==> src/source/ifu_macros.svh <==
//----------------------------
// Fetch unit widths and sizes
// Queue capacity and counter widths
//----------------------------

`ifndef IFU_MACROS_SVH
`define IFU_MACROS_SVH

`define IFU_XLEN          32                              // Address and data width
`define IFU_Q_SIZE_WORD   2                               // Queue capacity in words
`define IFU_Q_SIZE_HALF   (`IFU_Q_SIZE_WORD * 2)          // Queue capacity in halfwords
`define IFU_Q_ADR_W       $clog2(`IFU_Q_SIZE_HALF)        // Queue index without wrap bit
`define IFU_Q_FREE_W_W    $clog2(`IFU_Q_SIZE_WORD + 1)    // Free word count width

// All ones in the outstanding counter means full
`define IFU_TXN_CNT_W     3

`endif

==> src/source/ifu_pkg.sv <==
//----------------------------
// Fetch unit shared types
// Vector typedefs and enums
//----------------------------

`default_nettype none

`include "ifu_macros.svh"

package ifu_pkg;

    //----------------------------
    // Vectors
    //----------------------------
    typedef logic [`IFU_XLEN-1:0]      xlen_t;        // Full address or data word
    typedef logic [`IFU_XLEN-3:0]      word_addr_t;   // Word address, low two bits dropped
    typedef logic [`IFU_XLEN/2-1:0]    half_t;        // One instruction halfword
    typedef logic [`IFU_XLEN-1:0]      instr_t;       // Instruction to the decoder
    typedef logic [`IFU_TXN_CNT_W-1:0] txn_cnt_t;     // Outstanding or discard count
    typedef logic [`IFU_Q_ADR_W:0]     q_ptr_t;       // Queue pointer with wrap bit

    //----------------------------
    // Enums
    //----------------------------
    typedef enum logic [1:0] {
        resp_notrdy = 2'd0,    // No response this cycle
        resp_rdy_ok = 2'd1,    // Data valid
        resp_rdy_er = 2'd2     // Access fault
    } mem_resp_e;

    typedef enum logic {
        fsm_idle,
        fsm_fetch
    } fetch_state_e;

    typedef enum logic [1:0] {
        we_none,               // Nothing written
        we_full,               // Both halves of rdata
        we_hi                  // Upper half of rdata only
    } q_we_e;

    // Named as upper half then lower half of the word
    typedef enum logic [2:0] {
        rdata_none,            // No kept data
        rdata_rvi_hi_rvi_lo,   // Whole aligned RVI
        rdata_rvc_rvc,
        rdata_rvi_lo_rvc,
        rdata_rvc_rvi_hi,
        rdata_rvi_lo_rvi_hi,
        rdata_rvc_nv,          // First word after unaligned PC
        rdata_rvi_lo_nv        // First word after unaligned PC
    } rdata_ident_e;

    typedef enum logic {
        rvi_part2,             // Next word starts with an RVI upper half
        rdata_other
    } rdata_type_e;

endpackage

`default_nettype wire

==> src/source/fetch_ctrl.sv <==
//----------------------------
// Instruction fetch controller
// Idle and fetch FSM, request address
// Outstanding and discard counters
//----------------------------

`timescale 1ns/1ps
`default_nettype none

`include "ifu_macros.svh"

module fetch_ctrl (
    input  logic                        clk,
    input  logic                        rst_n,
    input  logic                        new_pc_req,     // Redirect request
    input  ifu_pkg::xlen_t              new_pc,
    input  logic                        stop_fetch,
    output logic                        imem_req,
    input  logic                        imem_req_ack,
    output ifu_pkg::xlen_t              imem_addr,      // Always word aligned
    input  ifu_pkg::mem_resp_e          imem_resp,
    input  logic [`IFU_Q_FREE_W_W-1:0]  q_free_words,   // Free words after this cycle's read
    output logic                        resp_keep,      // Current response goes to the queue
    output logic                        fetch_active,
    output logic                        ifu_busy
);

    import ifu_pkg::*;

    fetch_state_e fsm;
    word_addr_t   addr_r;
    word_addr_t   addr_base;
    txn_cnt_t     txns_pending;       // Sent but not yet answered
    txn_cnt_t     txns_pending_new;
    txn_cnt_t     discard_cnt;        // Responses still to drop
    txn_cnt_t     discard_cnt_new;
    txn_cnt_t     vd_txns_pending;    // Pending ones that will be kept
    logic         txns_full;
    logic         txn_accept;
    logic         resp_vld;
    logic         resp_er;
    logic         discard;

    //----------------------------
    // Response decode
    //----------------------------
    assign resp_er   = (imem_resp == resp_rdy_er);
    assign resp_vld  = (imem_resp == resp_rdy_ok) || resp_er;
    assign discard   = |discard_cnt;
    assign resp_keep = resp_vld && !discard;

    //----------------------------
    // Memory request
    //----------------------------
    assign txns_full       = &txns_pending;
    assign vd_txns_pending = txns_pending - discard_cnt;
    assign txn_accept      = imem_req && imem_req_ack;

    // Queue is flushed on redirect so the free space check only applies while fetching
    assign imem_req = !txns_full && !stop_fetch &&
                      (new_pc_req ||
                       ((fsm == fsm_fetch) && (txn_cnt_t'(q_free_words) > vd_txns_pending)));

    assign addr_base = new_pc_req ? new_pc[`IFU_XLEN-1:2] : addr_r;
    assign imem_addr = {addr_base, 2'b00};

    always_ff @(posedge clk or negedge rst_n) begin
        if (!rst_n) begin
            addr_r <= '0;
        end else if (txn_accept) begin
            addr_r <= addr_base + 1'b1;            // Next sequential word
        end else if (new_pc_req) begin
            addr_r <= new_pc[`IFU_XLEN-1:2];
        end
    end

    //----------------------------
    // Transaction counters
    //----------------------------
    assign txns_pending_new = txns_pending + txn_cnt_t'(txn_accept) - txn_cnt_t'(resp_vld);

    always_comb begin
        if (new_pc_req || stop_fetch) begin
            discard_cnt_new = txns_pending_new - txn_cnt_t'(txn_accept);  // Older ones only
        end else if (resp_er && !discard) begin
            discard_cnt_new = txns_pending_new;    // Drop everything after a fault
        end else if (resp_vld && discard) begin
            discard_cnt_new = discard_cnt - 1'b1;
        end else begin
            discard_cnt_new = discard_cnt;
        end
    end

    always_ff @(posedge clk or negedge rst_n) begin
        if (!rst_n) begin
            txns_pending <= '0;
            discard_cnt  <= '0;
        end else begin
            txns_pending <= txns_pending_new;
            discard_cnt  <= discard_cnt_new;
        end
    end

    //----------------------------
    // Fetch FSM
    //----------------------------
    always_ff @(posedge clk or negedge rst_n) begin
        if (!rst_n) begin
            fsm <= fsm_idle;
        end else begin
            case (fsm)
                fsm_idle: begin
                    if (new_pc_req && !stop_fetch) begin
                        fsm <= fsm_fetch;
                    end
                end
                default: begin
                    if (stop_fetch || (resp_er && !discard && !new_pc_req)) begin
                        fsm <= fsm_idle;
                    end
                end
            endcase
        end
    end

    assign fetch_active = (fsm == fsm_fetch);
    assign ifu_busy     = fetch_active;

endmodule

`default_nettype wire

==> src/source/rdata_classify.sv <==
//----------------------------
// Response content classifier
// Halfword identification and queue write kind
//----------------------------

`timescale 1ns/1ps
`default_nettype none

module rdata_classify (
    input  logic                clk,
    input  logic                rst_n,
    input  logic                new_pc_req,
    input  logic                new_pc_half,    // Bit 1 of the new PC
    input  ifu_pkg::mem_resp_e  imem_resp,
    input  ifu_pkg::xlen_t      imem_rdata,
    input  logic                resp_keep,
    output ifu_pkg::q_we_e      q_we
);

    import ifu_pkg::*;

    rdata_ident_e rdata_ident;
    rdata_type_e  rdata_curr;
    rdata_type_e  rdata_next;
    logic         new_pc_unaligned;   // First word after redirect starts mid word
    logic         resp_ok;
    logic         resp_er;
    logic         lo_rvi;
    logic         hi_rvi;

    assign resp_ok = (imem_resp == resp_rdy_ok);
    assign resp_er = (imem_resp == resp_rdy_er);
    assign lo_rvi  = &imem_rdata[1:0];
    assign hi_rvi  = &imem_rdata[17:16];

    //----------------------------
    // Content class
    //----------------------------
    always_comb begin
        rdata_ident = rdata_none;
        if (resp_ok && resp_keep) begin
            if (new_pc_unaligned) begin
                rdata_ident = hi_rvi ? rdata_rvi_lo_nv : rdata_rvc_nv;
            end else if (rdata_curr == rvi_part2) begin
                rdata_ident = hi_rvi ? rdata_rvi_lo_rvi_hi : rdata_rvc_rvi_hi;
            end else if (lo_rvi) begin
                rdata_ident = rdata_rvi_hi_rvi_lo;
            end else begin
                rdata_ident = hi_rvi ? rdata_rvi_lo_rvc : rdata_rvc_rvc;
            end
        end
    end

    assign rdata_next = ((rdata_ident == rdata_rvi_lo_nv) ||
                         (rdata_ident == rdata_rvi_lo_rvi_hi) ||
                         (rdata_ident == rdata_rvi_lo_rvc)) ? rvi_part2 : rdata_other;

    //----------------------------
    // Write kind
    //----------------------------
    always_comb begin
        q_we = we_none;
        if (resp_keep) begin
            case (rdata_ident)
                rdata_none:      q_we = resp_er ? we_full : we_none;   // Fault word fills both halves
                rdata_rvc_nv,
                rdata_rvi_lo_nv: q_we = we_hi;
                default:         q_we = we_full;
            endcase
        end
    end

    always_ff @(posedge clk or negedge rst_n) begin
        if (!rst_n) begin
            new_pc_unaligned <= 1'b0;
            rdata_curr       <= rdata_other;
        end else if (new_pc_req) begin
            new_pc_unaligned <= new_pc_half;
            rdata_curr       <= rdata_other;
        end else if (resp_keep) begin
            new_pc_unaligned <= 1'b0;
            rdata_curr       <= rdata_next;
        end
    end

endmodule

`default_nettype wire

==> src/source/instr_queue.sv <==
//----------------------------
// Instruction halfword queue
// Pointers, read logic and decoder output
//----------------------------

`timescale 1ns/1ps
`default_nettype none

`include "ifu_macros.svh"

module instr_queue (
    input  logic                        clk,
    input  logic                        rst_n,
    input  logic                        new_pc_req,
    input  logic                        stop_fetch,
    input  ifu_pkg::xlen_t              imem_rdata,
    input  ifu_pkg::mem_resp_e          imem_resp,
    input  logic                        resp_keep,
    input  ifu_pkg::q_we_e              q_we,
    input  logic                        fetch_active,
    input  logic                        idu2ifu_rdy,
    output logic [`IFU_Q_FREE_W_W-1:0]  q_free_words,
    output logic                        ifu2idu_vd,
    output ifu_pkg::instr_t             ifu2idu_instr,
    output logic                        ifu2idu_imem_err,
    output logic                        ifu2idu_err_rvi_hi   // Fault in upper half of RVI
);

    import ifu_pkg::*;

    half_t  q_data [`IFU_Q_SIZE_HALF];
    logic   q_err  [`IFU_Q_SIZE_HALF];
    q_ptr_t q_rptr;
    q_ptr_t q_wptr;
    q_ptr_t q_rptr_inc;
    q_ptr_t q_wptr_inc;
    q_ptr_t q_rptr_next;
    q_ptr_t q_wptr_next;
    q_ptr_t q_ocpd_h;         // Occupied halfwords
    q_ptr_t q_free_h;         // Free halfwords after this cycle's read
    half_t  q_data_head;
    half_t  q_data_next;
    logic   q_err_head;
    logic   q_err_next;
    logic   q_head_rvi;
    logic   q_empty;
    logic   q_flush;
    logic   q_re_half;
    logic   q_re_word;
    logic   q_wr_full;
    logic   q_wr_hi;
    logic   wr_err;

    assign q_flush    = new_pc_req || stop_fetch;
    assign q_empty    = (q_rptr == q_wptr);
    assign q_ocpd_h   = q_wptr - q_rptr;
    assign q_rptr_inc = q_rptr + 1'b1;
    assign q_wptr_inc = q_wptr + 1'b1;

    assign q_data_head = q_data[q_rptr[`IFU_Q_ADR_W-1:0]];
    assign q_data_next = q_data[q_rptr_inc[`IFU_Q_ADR_W-1:0]];
    assign q_err_head  = q_err[q_rptr[`IFU_Q_ADR_W-1:0]];
    assign q_err_next  = q_err[q_rptr_inc[`IFU_Q_ADR_W-1:0]];
    assign q_head_rvi  = &q_data_head[1:0];

    //----------------------------
    // Read side
    //----------------------------
    assign q_re_half = ifu2idu_vd && idu2ifu_rdy && (!q_head_rvi || q_err_head);
    assign q_re_word = ifu2idu_vd && idu2ifu_rdy && q_head_rvi && !q_err_head;

    always_comb begin
        q_rptr_next = q_rptr;
        if (q_re_word) begin
            q_rptr_next = q_rptr + q_ptr_t'(2);
        end else if (q_re_half) begin
            q_rptr_next = q_rptr_inc;
        end
    end

    assign q_free_h     = q_ptr_t'(`IFU_Q_SIZE_HALF) - (q_wptr - q_rptr_next);
    assign q_free_words = q_free_h[`IFU_Q_FREE_W_W:1];   // Whole words only

    //----------------------------
    // Write side
    //----------------------------
    assign q_wr_full = fetch_active && (q_we == we_full);
    assign q_wr_hi   = fetch_active && (q_we == we_hi);
    assign wr_err    = resp_keep && (imem_resp == resp_rdy_er);

    always_comb begin
        q_wptr_next = q_wptr;
        if (q_wr_full) begin
            q_wptr_next = q_wptr + q_ptr_t'(2);
        end else if (q_wr_hi) begin
            q_wptr_next = q_wptr_inc;
        end
    end

    always_ff @(posedge clk) begin
        if (!q_flush) begin
            if (q_wr_full) begin
                q_data[q_wptr[`IFU_Q_ADR_W-1:0]]     <= imem_rdata[15:0];
                q_err[q_wptr[`IFU_Q_ADR_W-1:0]]      <= wr_err;
                q_data[q_wptr_inc[`IFU_Q_ADR_W-1:0]] <= imem_rdata[31:16];
                q_err[q_wptr_inc[`IFU_Q_ADR_W-1:0]]  <= wr_err;
            end else if (q_wr_hi) begin
                q_data[q_wptr[`IFU_Q_ADR_W-1:0]]     <= imem_rdata[31:16];
                q_err[q_wptr[`IFU_Q_ADR_W-1:0]]      <= wr_err;
            end
        end
    end

    always_ff @(posedge clk or negedge rst_n) begin
        if (!rst_n) begin
            q_rptr <= '0;
            q_wptr <= '0;
        end else if (q_flush) begin
            q_rptr <= '0;                  // Redirect or stop empties the queue
            q_wptr <= '0;
        end else begin
            q_rptr <= q_rptr_next;
            q_wptr <= q_wptr_next;
        end
    end

    //----------------------------
    // Decoder output
    //----------------------------
    always_comb begin
        ifu2idu_vd         = 1'b0;
        ifu2idu_imem_err   = 1'b0;
        ifu2idu_err_rvi_hi = 1'b0;
        if (!q_empty) begin
            if (q_ocpd_h == q_ptr_t'(1)) begin
                ifu2idu_vd       = !q_head_rvi || q_err_head;  // Lone RVI half must wait
                ifu2idu_imem_err = q_err_head;
            end else begin
                ifu2idu_vd         = 1'b1;
                ifu2idu_imem_err   = q_err_head || (q_head_rvi && q_err_next);
                ifu2idu_err_rvi_hi = !q_err_head && q_head_rvi && q_err_next;
            end
        end
    end

    assign ifu2idu_instr = q_head_rvi ? {q_data_next, q_data_head} : instr_t'(q_data_head);

endmodule

`default_nettype wire

==> src/source/ifu_top.sv <==
//----------------------------
// Instruction fetch unit top
// Controller, classifier and queue
//----------------------------

`timescale 1ns/1ps
`default_nettype none

`include "ifu_macros.svh"

module ifu_top (
    input  logic                clk,
    input  logic                rst_n,
    // Instruction memory
    output logic                imem_req,
    input  logic                imem_req_ack,
    output ifu_pkg::xlen_t      imem_addr,
    input  ifu_pkg::xlen_t      imem_rdata,
    input  ifu_pkg::mem_resp_e  imem_resp,
    // Redirect and stop
    input  logic                new_pc_req,
    input  ifu_pkg::xlen_t      new_pc,
    input  logic                stop_fetch,
    // Decoder
    input  logic                idu2ifu_rdy,
    output ifu_pkg::instr_t     ifu2idu_instr,
    output logic                ifu2idu_imem_err,
    output logic                ifu2idu_err_rvi_hi,
    output logic                ifu2idu_vd,
    output logic                ifu_busy
);

    import ifu_pkg::*;

    logic                       resp_keep;
    logic                       fetch_active;
    logic [`IFU_Q_FREE_W_W-1:0] q_free_words;
    q_we_e                      q_we;

    fetch_ctrl u_fetch_ctrl (
        .clk          (clk),
        .rst_n        (rst_n),
        .new_pc_req   (new_pc_req),
        .new_pc       (new_pc),
        .stop_fetch   (stop_fetch),
        .imem_req     (imem_req),
        .imem_req_ack (imem_req_ack),
        .imem_addr    (imem_addr),
        .imem_resp    (imem_resp),
        .q_free_words (q_free_words),
        .resp_keep    (resp_keep),
        .fetch_active (fetch_active),
        .ifu_busy     (ifu_busy)
    );

    rdata_classify u_rdata_classify (
        .clk          (clk),
        .rst_n        (rst_n),
        .new_pc_req   (new_pc_req),
        .new_pc_half  (new_pc[1]),          // Unaligned start
        .imem_resp    (imem_resp),
        .imem_rdata   (imem_rdata),
        .resp_keep    (resp_keep),
        .q_we         (q_we)
    );

    instr_queue u_instr_queue (
        .clk                (clk),
        .rst_n              (rst_n),
        .new_pc_req         (new_pc_req),
        .stop_fetch         (stop_fetch),
        .imem_rdata         (imem_rdata),
        .imem_resp          (imem_resp),
        .resp_keep          (resp_keep),
        .q_we               (q_we),
        .fetch_active       (fetch_active),
        .idu2ifu_rdy        (idu2ifu_rdy),
        .q_free_words       (q_free_words),
        .ifu2idu_vd         (ifu2idu_vd),
        .ifu2idu_instr      (ifu2idu_instr),
        .ifu2idu_imem_err   (ifu2idu_imem_err),
        .ifu2idu_err_rvi_hi (ifu2idu_err_rvi_hi)
    );

endmodule

`default_nettype wire

==> config.mk <==
export PLATFORM = sky130hd
export DESIGN_NAME = ifu_top
export DESIGN_NICKNAME = d
export VERILOG_FILES = /design/src/source/ifu_pkg.sv /design/src/source/fetch_ctrl.sv /design/src/source/rdata_classify.sv /design/src/source/instr_queue.sv /design/src/source/ifu_top.sv
export VERILOG_INCLUDE_DIRS = /design/src /design/src/source
export SDC_FILE = /design/constraint.sdc
export NUM_CORES = 1
export LEC_CHECK = 0
export BUFFER_PORTS_ARGS = -buffer_cell sky130_fd_sc_hd__buf_4
export CORE_MARGIN = 5
export CORE_UTILIZATION = 60
export DETAILED_ROUTE_END_ITERATION = 7
export GPL_TIMING_DRIVEN = 0
export PLACE_DENSITY = 0.89
export SLEW_MARGIN = 20
export SYNTH_ARGS = -nofsm -noshare
export SYNTH_HDL_FRONTEND = slang
export SYNTH_SLANG_ARGS = --single-unit
export TNS_END_PERCENT = 1
==> constraint.sdc <==
create_clock -name clk -period 11.4 [get_ports clk]
set_input_delay 0.57 -clock clk [delete_from_list [all_inputs] [get_ports clk]]
set_output_delay 0.57 -clock clk [all_outputs]
set_load 0.05 [all_outputs]
==> out/results.ini, run 1 <==
[sta]
final-max-slew-violation-count = 0
finalCritPeriodShare = 0.571
fmax_ghz = 0.154
finalHoldViolCount = 0
relSlewSlack = 0.341
setup_viol = 0
rsz0062_at_grt = no
tightest_slew_ns = 0.986
fin_ws_ns = 4.89
finalSetupTns_ns = 0
finClkSkew_ns = 0.00822
fin_crit_ns = 6.51

[die]
core_sq_mm = 0.0119
die_w_um = 119
dieArea_sq_mm = 0.0142
dieHeight_um = 119
io_pins = 141
start_util = 0.605
rows = 40

[clock_network]
post_cts_resized = 0
cts_buffers = 9
clock-sinks = 112
cts_tree = built
clk_pin_slew_ns = 0.07
clock_tree.root_cell = clkbuf_16
cts.hold.buffers_added = 0
clk_latency_ns = 0.35
cts_max_path_buffers = 2
htree_num_levels = 3
post_cts_buffers = 0

[placement]
port_buffers = 137
place_congestion = 0.882
place_ws_ns = 4.96
hpwl_um = 13300

[yosys]
yosysSeqAreaShare = 0.438
yosysWarnings = 0
synth_top_area_share = 0.285
synth_top_area_cell = edfxtp_1
synthTopCellsByArea = edfxtp_1, dfrtp_1, mux2_2
ys_types = 62
synth_area_sq_mm = 0.00717
synth_common_cells = mux2_2, edfxtp_1, dfrtp_1, nand2_1, xnor2_1
synth_edf_count = 68
avgSynthCellArea_sq_um = 13.1
synth_top_flop_cell = edfxtp_1
async_flop_share = 0.393
ys_ff_latch = 112
synth_most_common_cell = mux2_2
syn_inst = 546

[drt]
post-route-drc-count = 0
vias = 5313
drtPass1Iterations = 5
ant_nets = 0
viasPerCell = 6.27
drt_iter0_markers = 359
routedWlPerCell_um = 21.4
wl_um = 18100

[worst_setup_path]
path_class = reg2reg
worstPathArrival_ns = 6.73
worstSetupEndpointType = flip-flop
worstPathRequired_ns = 11.63
start_kind = flip-flop
crit_fanout = 6
setup.reg_to_reg.worst_slack_ns = 4.89

[global_route]
grtUsageTotal = 0.259
grt_antenna_before_repair = 0
grt_pass1_wl_um = 29000
grt_pass1_vias = 5747
grt.overflow.total = 0
grt_max_degree = 45

[hold_path]
min_path_type = in2async

[finish]
fin_nets = 794
diodes = 0
syn2layout_area_growth_pct = 20.6
layout-drive-gt1-share = 0.444

[power_and_ir_drop]
power_density_mw_per_mm2 = 128
irDropWorstVdd_uv = 91.6
p_leak_nw = 3.43

[status]
outcome = complete, no violations

[flow_run]
max-cap-violations = 0

-- critical path, cell delays in order, from the launching register on --
cell	delay, ns
dfrtp_1	0.43
inv_1	0.17
ha_1	0.26
fa_1	0.51
or3b_2	0.45
mux2i_1	0.37
nand3b_1	0.21
o21ai_1	0.13
a21oi_1	0.17
ha_1	0.24
ha_1	0.20
xnor2_1	0.17
xnor2_1	0.15
xnor2_1	0.17
ha_1	0.28
a21boi_1	0.28
o211ai_1	0.19
a21oi_2	0.32
nand2_1	0.17
inv_1	0.11
ha_1	0.17
fa_1	0.43
inv_1	0.10
ha_1	0.14
nand2_1	0.06
and3_1	0.21
a211oi_1	0.19
o21ai_0	0.10
-- registers in the layout, summed over array words and instances (netlist names) --
name,cells
u_fetch_ctrl.addr_r,30
u_rdata_classify.new_pc_unaligned,1
u_instr_queue.q_wptr,3
u_fetch_ctrl.discard_cnt,3
u_fetch_ctrl.txns_pending,3
u_instr_queue.q_err,4
u_instr_queue.q_data,64
u_instr_queue.q_rptr,3
u_fetch_ctrl.fetch_active,1
-- worst paths after layout --
kind,startpoint,to,cells past startpoint
worst max-delay path,u_instr_queue.q_wptr[0],u_fetch_ctrl.discard_cnt[2],27
worst min-delay path,rst_n,u_fetch_ctrl.addr_r[26],1
worst max register to register,u_instr_queue.q_wptr[0],u_fetch_ctrl.discard_cnt[2],27
worst min register to register,u_instr_queue.q_wptr[2],u_instr_queue.q_wptr[2],2
max in group asynchronous,rst_n,u_fetch_ctrl.discard_cnt[2],1
min in group clk,stop_fetch,u_fetch_ctrl.fetch_active,2
-- report_power, final --
part           total, mW  switching [mW]  internal [mW]  leakage [nW]
combinational      0.334           0.195          0.140          2.16
sequential         0.479          0.0214          0.458          1.14
clock              0.292           0.146          0.146         0.122
-- cell families after synthesis --
| group | Yosys count | share of synthesized area |
|---|---|---|
| xor gates and xnor gates | 40 | 0.0511 |
| muxes | 130 | 0.254 |
| AOI/OAI and AO/OA | 51 | 0.0591 |
| buffers and inverters | 52 | 0.0373 |
| adders and majority gates | 27 | 0.0502 |
| and+or+nand+nor | 133 | 0.110 |
| other | 1 | 0.000523 |
| DFF | 112 | 0.438 |
-- cell usage in the layout, fill, tap and decap left out, types with 4 or more instances in the layout --
cell	Yosys	final
mux2i_1	10	10
o21ai_0	9	9
nand3b_1	6	6
xnor2_1	37	37
nor2_1	13	13
buf_4	5	142
nand3_1	15	15
ha_1	24	24
mux4_2	33	33
or2_2	4	4
nand2_4	4	4
nand4_1	7	7
and2_1	4	4
nand2_1	37	37
edfxtp_1	68	68
inv_1	28	28
dfrtp_1	44	44
and3_1	21	21
clkbuf_16	0	9
mux2_2	87	87
a211oi_1	4	4
clkbuf_1	9	9
a21oi_1	8	8
buf_2	4	4
-- per-stage QoR --
step                      utilization  instance area (sq um)  cells  power [mW]  hold slack (ns)
after CTS                       0.730                   8650    847        1.11            0.232
after floorplan                     -                   7180    547       0.721            0.274
after global placement          0.707                   8390    831       0.799            0.542
after global routing            0.730                   8650    847        1.16            0.264
final                           0.730                   8650    847        1.11            0.208
after detailed placement        0.707                   8390    831       0.819            0.551
-- layer usage --
metal | GRT usage | part of all wire
met5 | 0 | 0
met1 | 0.314 | 0.39
met3 | 0.0584 | 0.084
met4 | 0.112 | 0.024
met2 | 0.443 | 0.50
-- layout make-up --
type,count,area (sq um)
buffer,24,163
clock buffer,9,225
clock inverter,7,38.8
fill,770,3210
inverter,28,105
multi-input combinational,383,3770
sequential,112,3140
tap,147,184
timing repair buffer,137,1030
Note: power is estimated with default switching activity, not from simulation.
==> run 2: changes to the inputs <==
--- a/config.mk
+++ b/config.mk
@@ -8,10 +8,10 @@
 export LEC_CHECK = 0
 export BUFFER_PORTS_ARGS = -buffer_cell sky130_fd_sc_hd__buf_4
 export CORE_MARGIN = 5
-export CORE_UTILIZATION = 60
+export CORE_UTILIZATION = 56
 export DETAILED_ROUTE_END_ITERATION = 7
 export GPL_TIMING_DRIVEN = 0
-export PLACE_DENSITY = 0.89
+export PLACE_DENSITY = 0.84
 export SLEW_MARGIN = 20
 export SYNTH_ARGS = -nofsm -noshare
 export SYNTH_HDL_FRONTEND = slang
==> constraint.sdc (replaced) <==
create_clock -name clk -period 6.5 [get_ports clk]
set_input_delay 0.325 -clock clk [delete_from_list [all_inputs] [get_ports clk]]
set_output_delay 0.325 -clock clk [all_outputs]
set_load 0.05 [all_outputs]
==> run 2 against run 1 <==
Net effect:
- total power increased by 88%
- core utilization decreased by 2.8 points
- clock skew decreased by 0.0017 ns
- via count decreased by 2.3%
- sequential power increased by 75%
- critical path type unchanged
==> out/results.ini, run 2 (synthesized netlist as in run 1, its figures left out) <==
[status]
outcome = complete, no violations

[clock_network]
clock-sinks = 112
clk_pin_slew_ns = 0.07
clk_latency_ns = 0.36
clock_tree.root_cell = clkbuf_16
cts_buffers = 9
cts_max_path_buffers = 2
htree_num_levels = 3
cts_tree = built

[drt]
vias = 5190
ant_nets = 0
wl_um = 17900
routedWlPerCell_um = 20.5
drtPass1Iterations = 5
drt_iter0_markers = 325
post-route-drc-count = 0
viasPerCell = 5.92

[finish]
fin_nets = 798
diodes = 0
final_common_cell = buf_4
final_cell_mix = buf_4, mux2_2, edfxtp_1
finalInstanceArea_sq_mm = 0.00882
layout-drive-gt1-share = 0.460
final_cells = 876
fill_cells = 863
syn2layout_area_growth_pct = 23.0
largest_reg_flops = 64

[global_route]
grt_antenna_before_repair = 0
grt_max_degree = 45
grt_pass1_wl_um = 27600
grt_pass1_vias = 5447
grtUsageTotal = 0.239
grt.overflow.total = 0

[sta]
final-max-slew-violation-count = 0
tightest_slew_ns = 1.01
fin_crit_ns = 6.06
finalHoldViolCount = 0
finClkSkew_ns = 0.00648
relSlewSlack = 0.325
finalSetupTns_ns = 0
fin_ws_ns = 0.436
finalCritPeriodShare = 0.933
setup_viol = 0
fmax_ghz = 0.165

[die]
dieArea_sq_mm = 0.0152
rows = 41
core_sq_mm = 0.0126
die_w_um = 123
dieHeight_um = 123
start_util = 0.571
io_pins = 141

[placement]
hpwl_um = 13100
port_buffers = 137
place_congestion = 0.882
place_inst = 856
place_ws_ns = 0.0575
dpl-instance-area_sq_mm = 0.00842

[worst_setup_path]
start_kind = flip-flop
path_class = reg2reg
worstPathArrival_ns = 6.29
worstPathRequired_ns = 6.72
worstSetupEndpointType = flip-flop
crit_fanout = 10

[power_and_ir_drop]
power_mw = 2.08
p_leak_nw = 3.48
irDropWorstVdd_uv = 209
power_density_mw_per_mm2 = 236

[flow_run]
max-cap-violations = 0

[hold_path]
min_path_type = in2reg

run 2: cell types whose count changed in the layout (fill, tap and decap cells not counted), moves of 2 or more:
cell        before  now
buf_4          142  145
bufinv_16        0    3
clkinv_1         2    0
clkinvlp_2       2    0
dfrtp_1         44   42
dfrtp_2          0    2
inv_1           28   26
inv_2            0    2
run 2: metal layers:
metal,part of all wire,global-route usage,vias to the layer above
li1,-,-,2365
met1,0.39,0.292,2564
met2,0.52,0.427,236
met3,0.081,0.0489,25
met4,0.016,0.0740,0
met5,0,0,-
run 2: power breakdown:
part,switching (mW),total (mW),internal (mW),leakage (nW)
Sequential,0.0360,0.838,0.802,1.14
Combinational,0.343,0.599,0.256,2.18
Clock,0.265,0.643,0.378,0.162
Total,0.644,2.08,1.44,3.48
run 2: worst paths after layout:
| check | cells past startpoint | slack (ns) | start | end |
|---|---|---|---|---|
| max | 27 | 0.44 | u_instr_queue.q_rptr[1] | u_fetch_ctrl.discard_cnt[2] |
| max in group asynchronous | 2 | 5.57 | rst_n | u_instr_queue.q_wptr[1] |
| min in group asynchronous | 2 | 0.50 | rst_n | u_fetch_ctrl.addr_r[16] |
| min | 2 | 0.17 | stop_fetch | u_fetch_ctrl.fetch_active |
| min reg2reg | 2 | 0.56 | u_instr_queue.q_rptr[2] | u_instr_queue.q_rptr[2] |
| max reg2reg | 27 | 0.44 | u_instr_queue.q_rptr[1] | u_fetch_ctrl.discard_cnt[2] |
run 2: layout make-up:
| type | instances | area [sq um] | area share |
|---|---|---|---|
| multi-input cells | 383 | 3790 | 0.429 |
| flip-flops and latches | 112 | 3150 | 0.357 |
| repair buffers | 141 | 1060 | 0.120 |
| clock buffers | 9 | 225 | 0.0255 |
| well taps | 172 | 215 | 0.0244 |
| plain buffers | 24 | 164 | 0.0186 |
| clock inverters | 7 | 119 | 0.0135 |
| inverters | 28 | 105 | 0.0119 |
run 2: per-stage QoR:
stage / util / hold WS (ns)
after floorplan: - / 0.0294
after global placement: 0.670 / 0.365
after detailed placement: 0.670 / 0.364
after CTS: 0.698 / 0.163
after global routing: 0.702 / 0.177
final: 0.702 / 0.167
run 2: worst max-delay path: stages (launching register included):
cell and delay [ns]:
dfrtp_1 0.45, clkbuf_1 0.54, clkbuf_2 0.44, inv_1 0.09, ha_1 0.30, a31o_2 0.23
a21oi_1 0.12, nor2_1 0.07, a21oi_1 0.16, ha_1 0.26, ha_1 0.21, xnor2_1 0.13
xnor2_1 0.14, xnor2_1 0.24, ha_1 0.29, a21boi_2 0.21, o211ai_1 0.13, a21oi_2 0.23
nand2_1 0.15, inv_1 0.11, ha_1 0.16, fa_1 0.43, inv_1 0.10, ha_1 0.14
nand2_1 0.06, and3_1 0.21, a211oi_1 0.21, o21ai_0 0.12
run 2: what timing repair did:
action | 4_1_cts | 5_1_grt
setup endpoints to repair | 0 | 2
setup buffers | 0 | 3
hold buffers | 1 | 0
hold endpoints to repair | 44 | 0
resized for setup | 0 | 10
==> run 3: changes to the inputs <==
--- a/config.mk
+++ b/config.mk
@@ -11,6 +11,7 @@
 export CORE_UTILIZATION = 56
 export DETAILED_ROUTE_END_ITERATION = 7
 export GPL_TIMING_DRIVEN = 0
+export MAX_ROUTING_LAYER = met4
 export PLACE_DENSITY = 0.84
 export SLEW_MARGIN = 20
 export SYNTH_ARGS = -nofsm -noshare
==> run 3 against run 2 <==
Net effect:
- clock power about the same
- final cell count stayed put
- total power about the same
- non-clock buffer count is the same
- critical endpoint unchanged
==> out/results.ini, run 3 (synthesized netlist as in run 1, its figures left out) <==
[die]
io_pins = 141
start_util = 0.571
rows = 41
die_w_um = 123
core_sq_mm = 0.0126
dieArea_sq_mm = 0.0152
dieHeight_um = 123

[sta]
relSlewSlack = 0.321
fin_crit_ns = 6.05
fin_ws_ns = 0.452
fmax_ghz = 0.165
finalSetupTns_ns = 0
final-max-slew-violation-count = 0
setup_viol = 0
tightest_slew_ns = 1.02
whs_ns = 0.169
finalCritPeriodShare = 0.930
finClkSkew_ns = 0.00672
finalHoldViolCount = 0

[clock_network]
clock-sinks = 112
clock_tree.root_cell = clkbuf_16
htree_num_levels = 3
cts_tree = built
cts_buffers = 9
clk_pin_slew_ns = 0.07
clk_latency_ns = 0.36
cts_max_path_buffers = 2

[worst_setup_path]
path_class = reg2reg
worstPathArrival_ns = 6.27
worstPathRequired_ns = 6.72
start_kind = flip-flop
worstSetupEndpointType = flip-flop
crit_fanout = 10

[drt]
routedWlPerCell_um = 20.5
ant_nets = 0
wl_met2_um = 9310
viasPerCell = 5.95
wl_um = 17900
drtPass1Iterations = 5
top_layer = met4
post-route-drc-count = 0
wl_met3_um = 1260
drt_iter0_markers = 363
wl_met1_um = 7080
vias = 5214

[finish]
fill_cells = 863
syn2layout_area_growth_pct = 23.0
final_common_cell = buf_4
fin_nets = 798
final_cell_mix = buf_4, mux2_2, edfxtp_1
final_util = 0.702
layout-drive-gt1-share = 0.460
largest_reg_flops = 64
diodes = 0

[power_and_ir_drop]
power_mw = 2.08
power_density_mw_per_mm2 = 236
irDropWorstVdd_uv = 209
p_leak_nw = 3.48

[global_route]
grtUsageTotal = 0.246
grt_pass1_vias = 5458
grt_antenna_before_repair = 0
grt_max_degree = 45
grt.overflow.total = 0
grt_pass1_wl_um = 27600

[hold_path]
min_path_type = in2reg

[placement]
hpwl_um = 13100
place_ws_ns = 0.0575
place_congestion = 0.896
port_buffers = 137

[flow_run]
max-cap-violations = 0

[status]
outcome = complete, no violations

-- run 3: cell counts in the layout (fill, tap and decap cells not counted) --
Identical to the previous run, type by type.
-- run 3: worst max-delay path, stage by stage (launching register included) --
cell and delay, ns:
dfrtp_1 0.45, clkbuf_1 0.54, clkbuf_2 0.44, inv_1 0.09
ha_1 0.30, a31o_2 0.23, a21oi_1 0.11, nor2_1 0.07
a21oi_1 0.16, ha_1 0.26, ha_1 0.21, xnor2_1 0.13
xnor2_1 0.14, xnor2_1 0.24, ha_1 0.29, a21boi_2 0.21
o211ai_1 0.13, a21oi_2 0.24, nand2_1 0.15, inv_1 0.11
ha_1 0.16, fa_1 0.43, inv_1 0.10, ha_1 0.14
nand2_1 0.06, and3_1 0.21, a211oi_1 0.20, o21ai_0 0.12
-- run 3: final timing paths --
kind | from | endpoint | slack, ns | cells past startpoint
worst min register to register | u_instr_queue.q_rptr[2] | u_instr_queue.q_rptr[2] | 0.56 | 2
max in group asynchronous | rst_n | u_instr_queue.q_wptr[1] | 5.57 | 2
worst max-delay path | u_instr_queue.q_rptr[1] | u_fetch_ctrl.discard_cnt[2] | 0.45 | 27
worst min-delay path | stop_fetch | u_fetch_ctrl.fetch_active | 0.17 | 2
worst max register to register | u_instr_queue.q_rptr[1] | u_fetch_ctrl.discard_cnt[2] | 0.45 | 27
min in group asynchronous | rst_n | u_fetch_ctrl.addr_r[28] | 0.50 | 2
-- run 3: per-stage QoR --
| step | cells | instance area (sq um) |
|---|---|---|
| 2_1_floorplan | 547 | 7180 |
| 3_3_place_gp | 856 | 8420 |
| 3_5_place_dp | 856 | 8420 |
| 4_1_cts | 873 | 8780 |
| 5_1_grt | 876 | 8820 |
| 6_report | 876 | 8820 |
-- run 3: layout make-up --
cell class,count,area (sq um),share of cell area
flip-flops and latches,112,3150,0.357
plain buffers,24,164,0.0186
clock inverters,7,119,0.0135
well taps,172,215,0.0244
clock buffers,9,225,0.0255
inverters,28,105,0.0119
multi-input cells,383,3790,0.429
repair buffers,141,1060,0.120
-- run 3: repair_timing --
action | CTS | global route
buffers inserted | 0 | 3
setup endpoints to repair | 0 | 2
hold endpoints to repair | 44 | 0
hold buffers | 1 | 0
gates resized for setup | 0 | 10
-- run 3: routing by layer --
layer,up-vias,GRT usage
met1,2603,0.295
li1,2369,-
met4,0,0.0740
met2,216,0.427
met5,-,-
met3,26,0.0444
-- run 3: where the power goes --
group          internal, mW  switching, mW  leakage, nW
sequential            0.802         0.0360         1.14
clock                 0.378          0.266        0.162
combinational         0.256          0.343         2.18
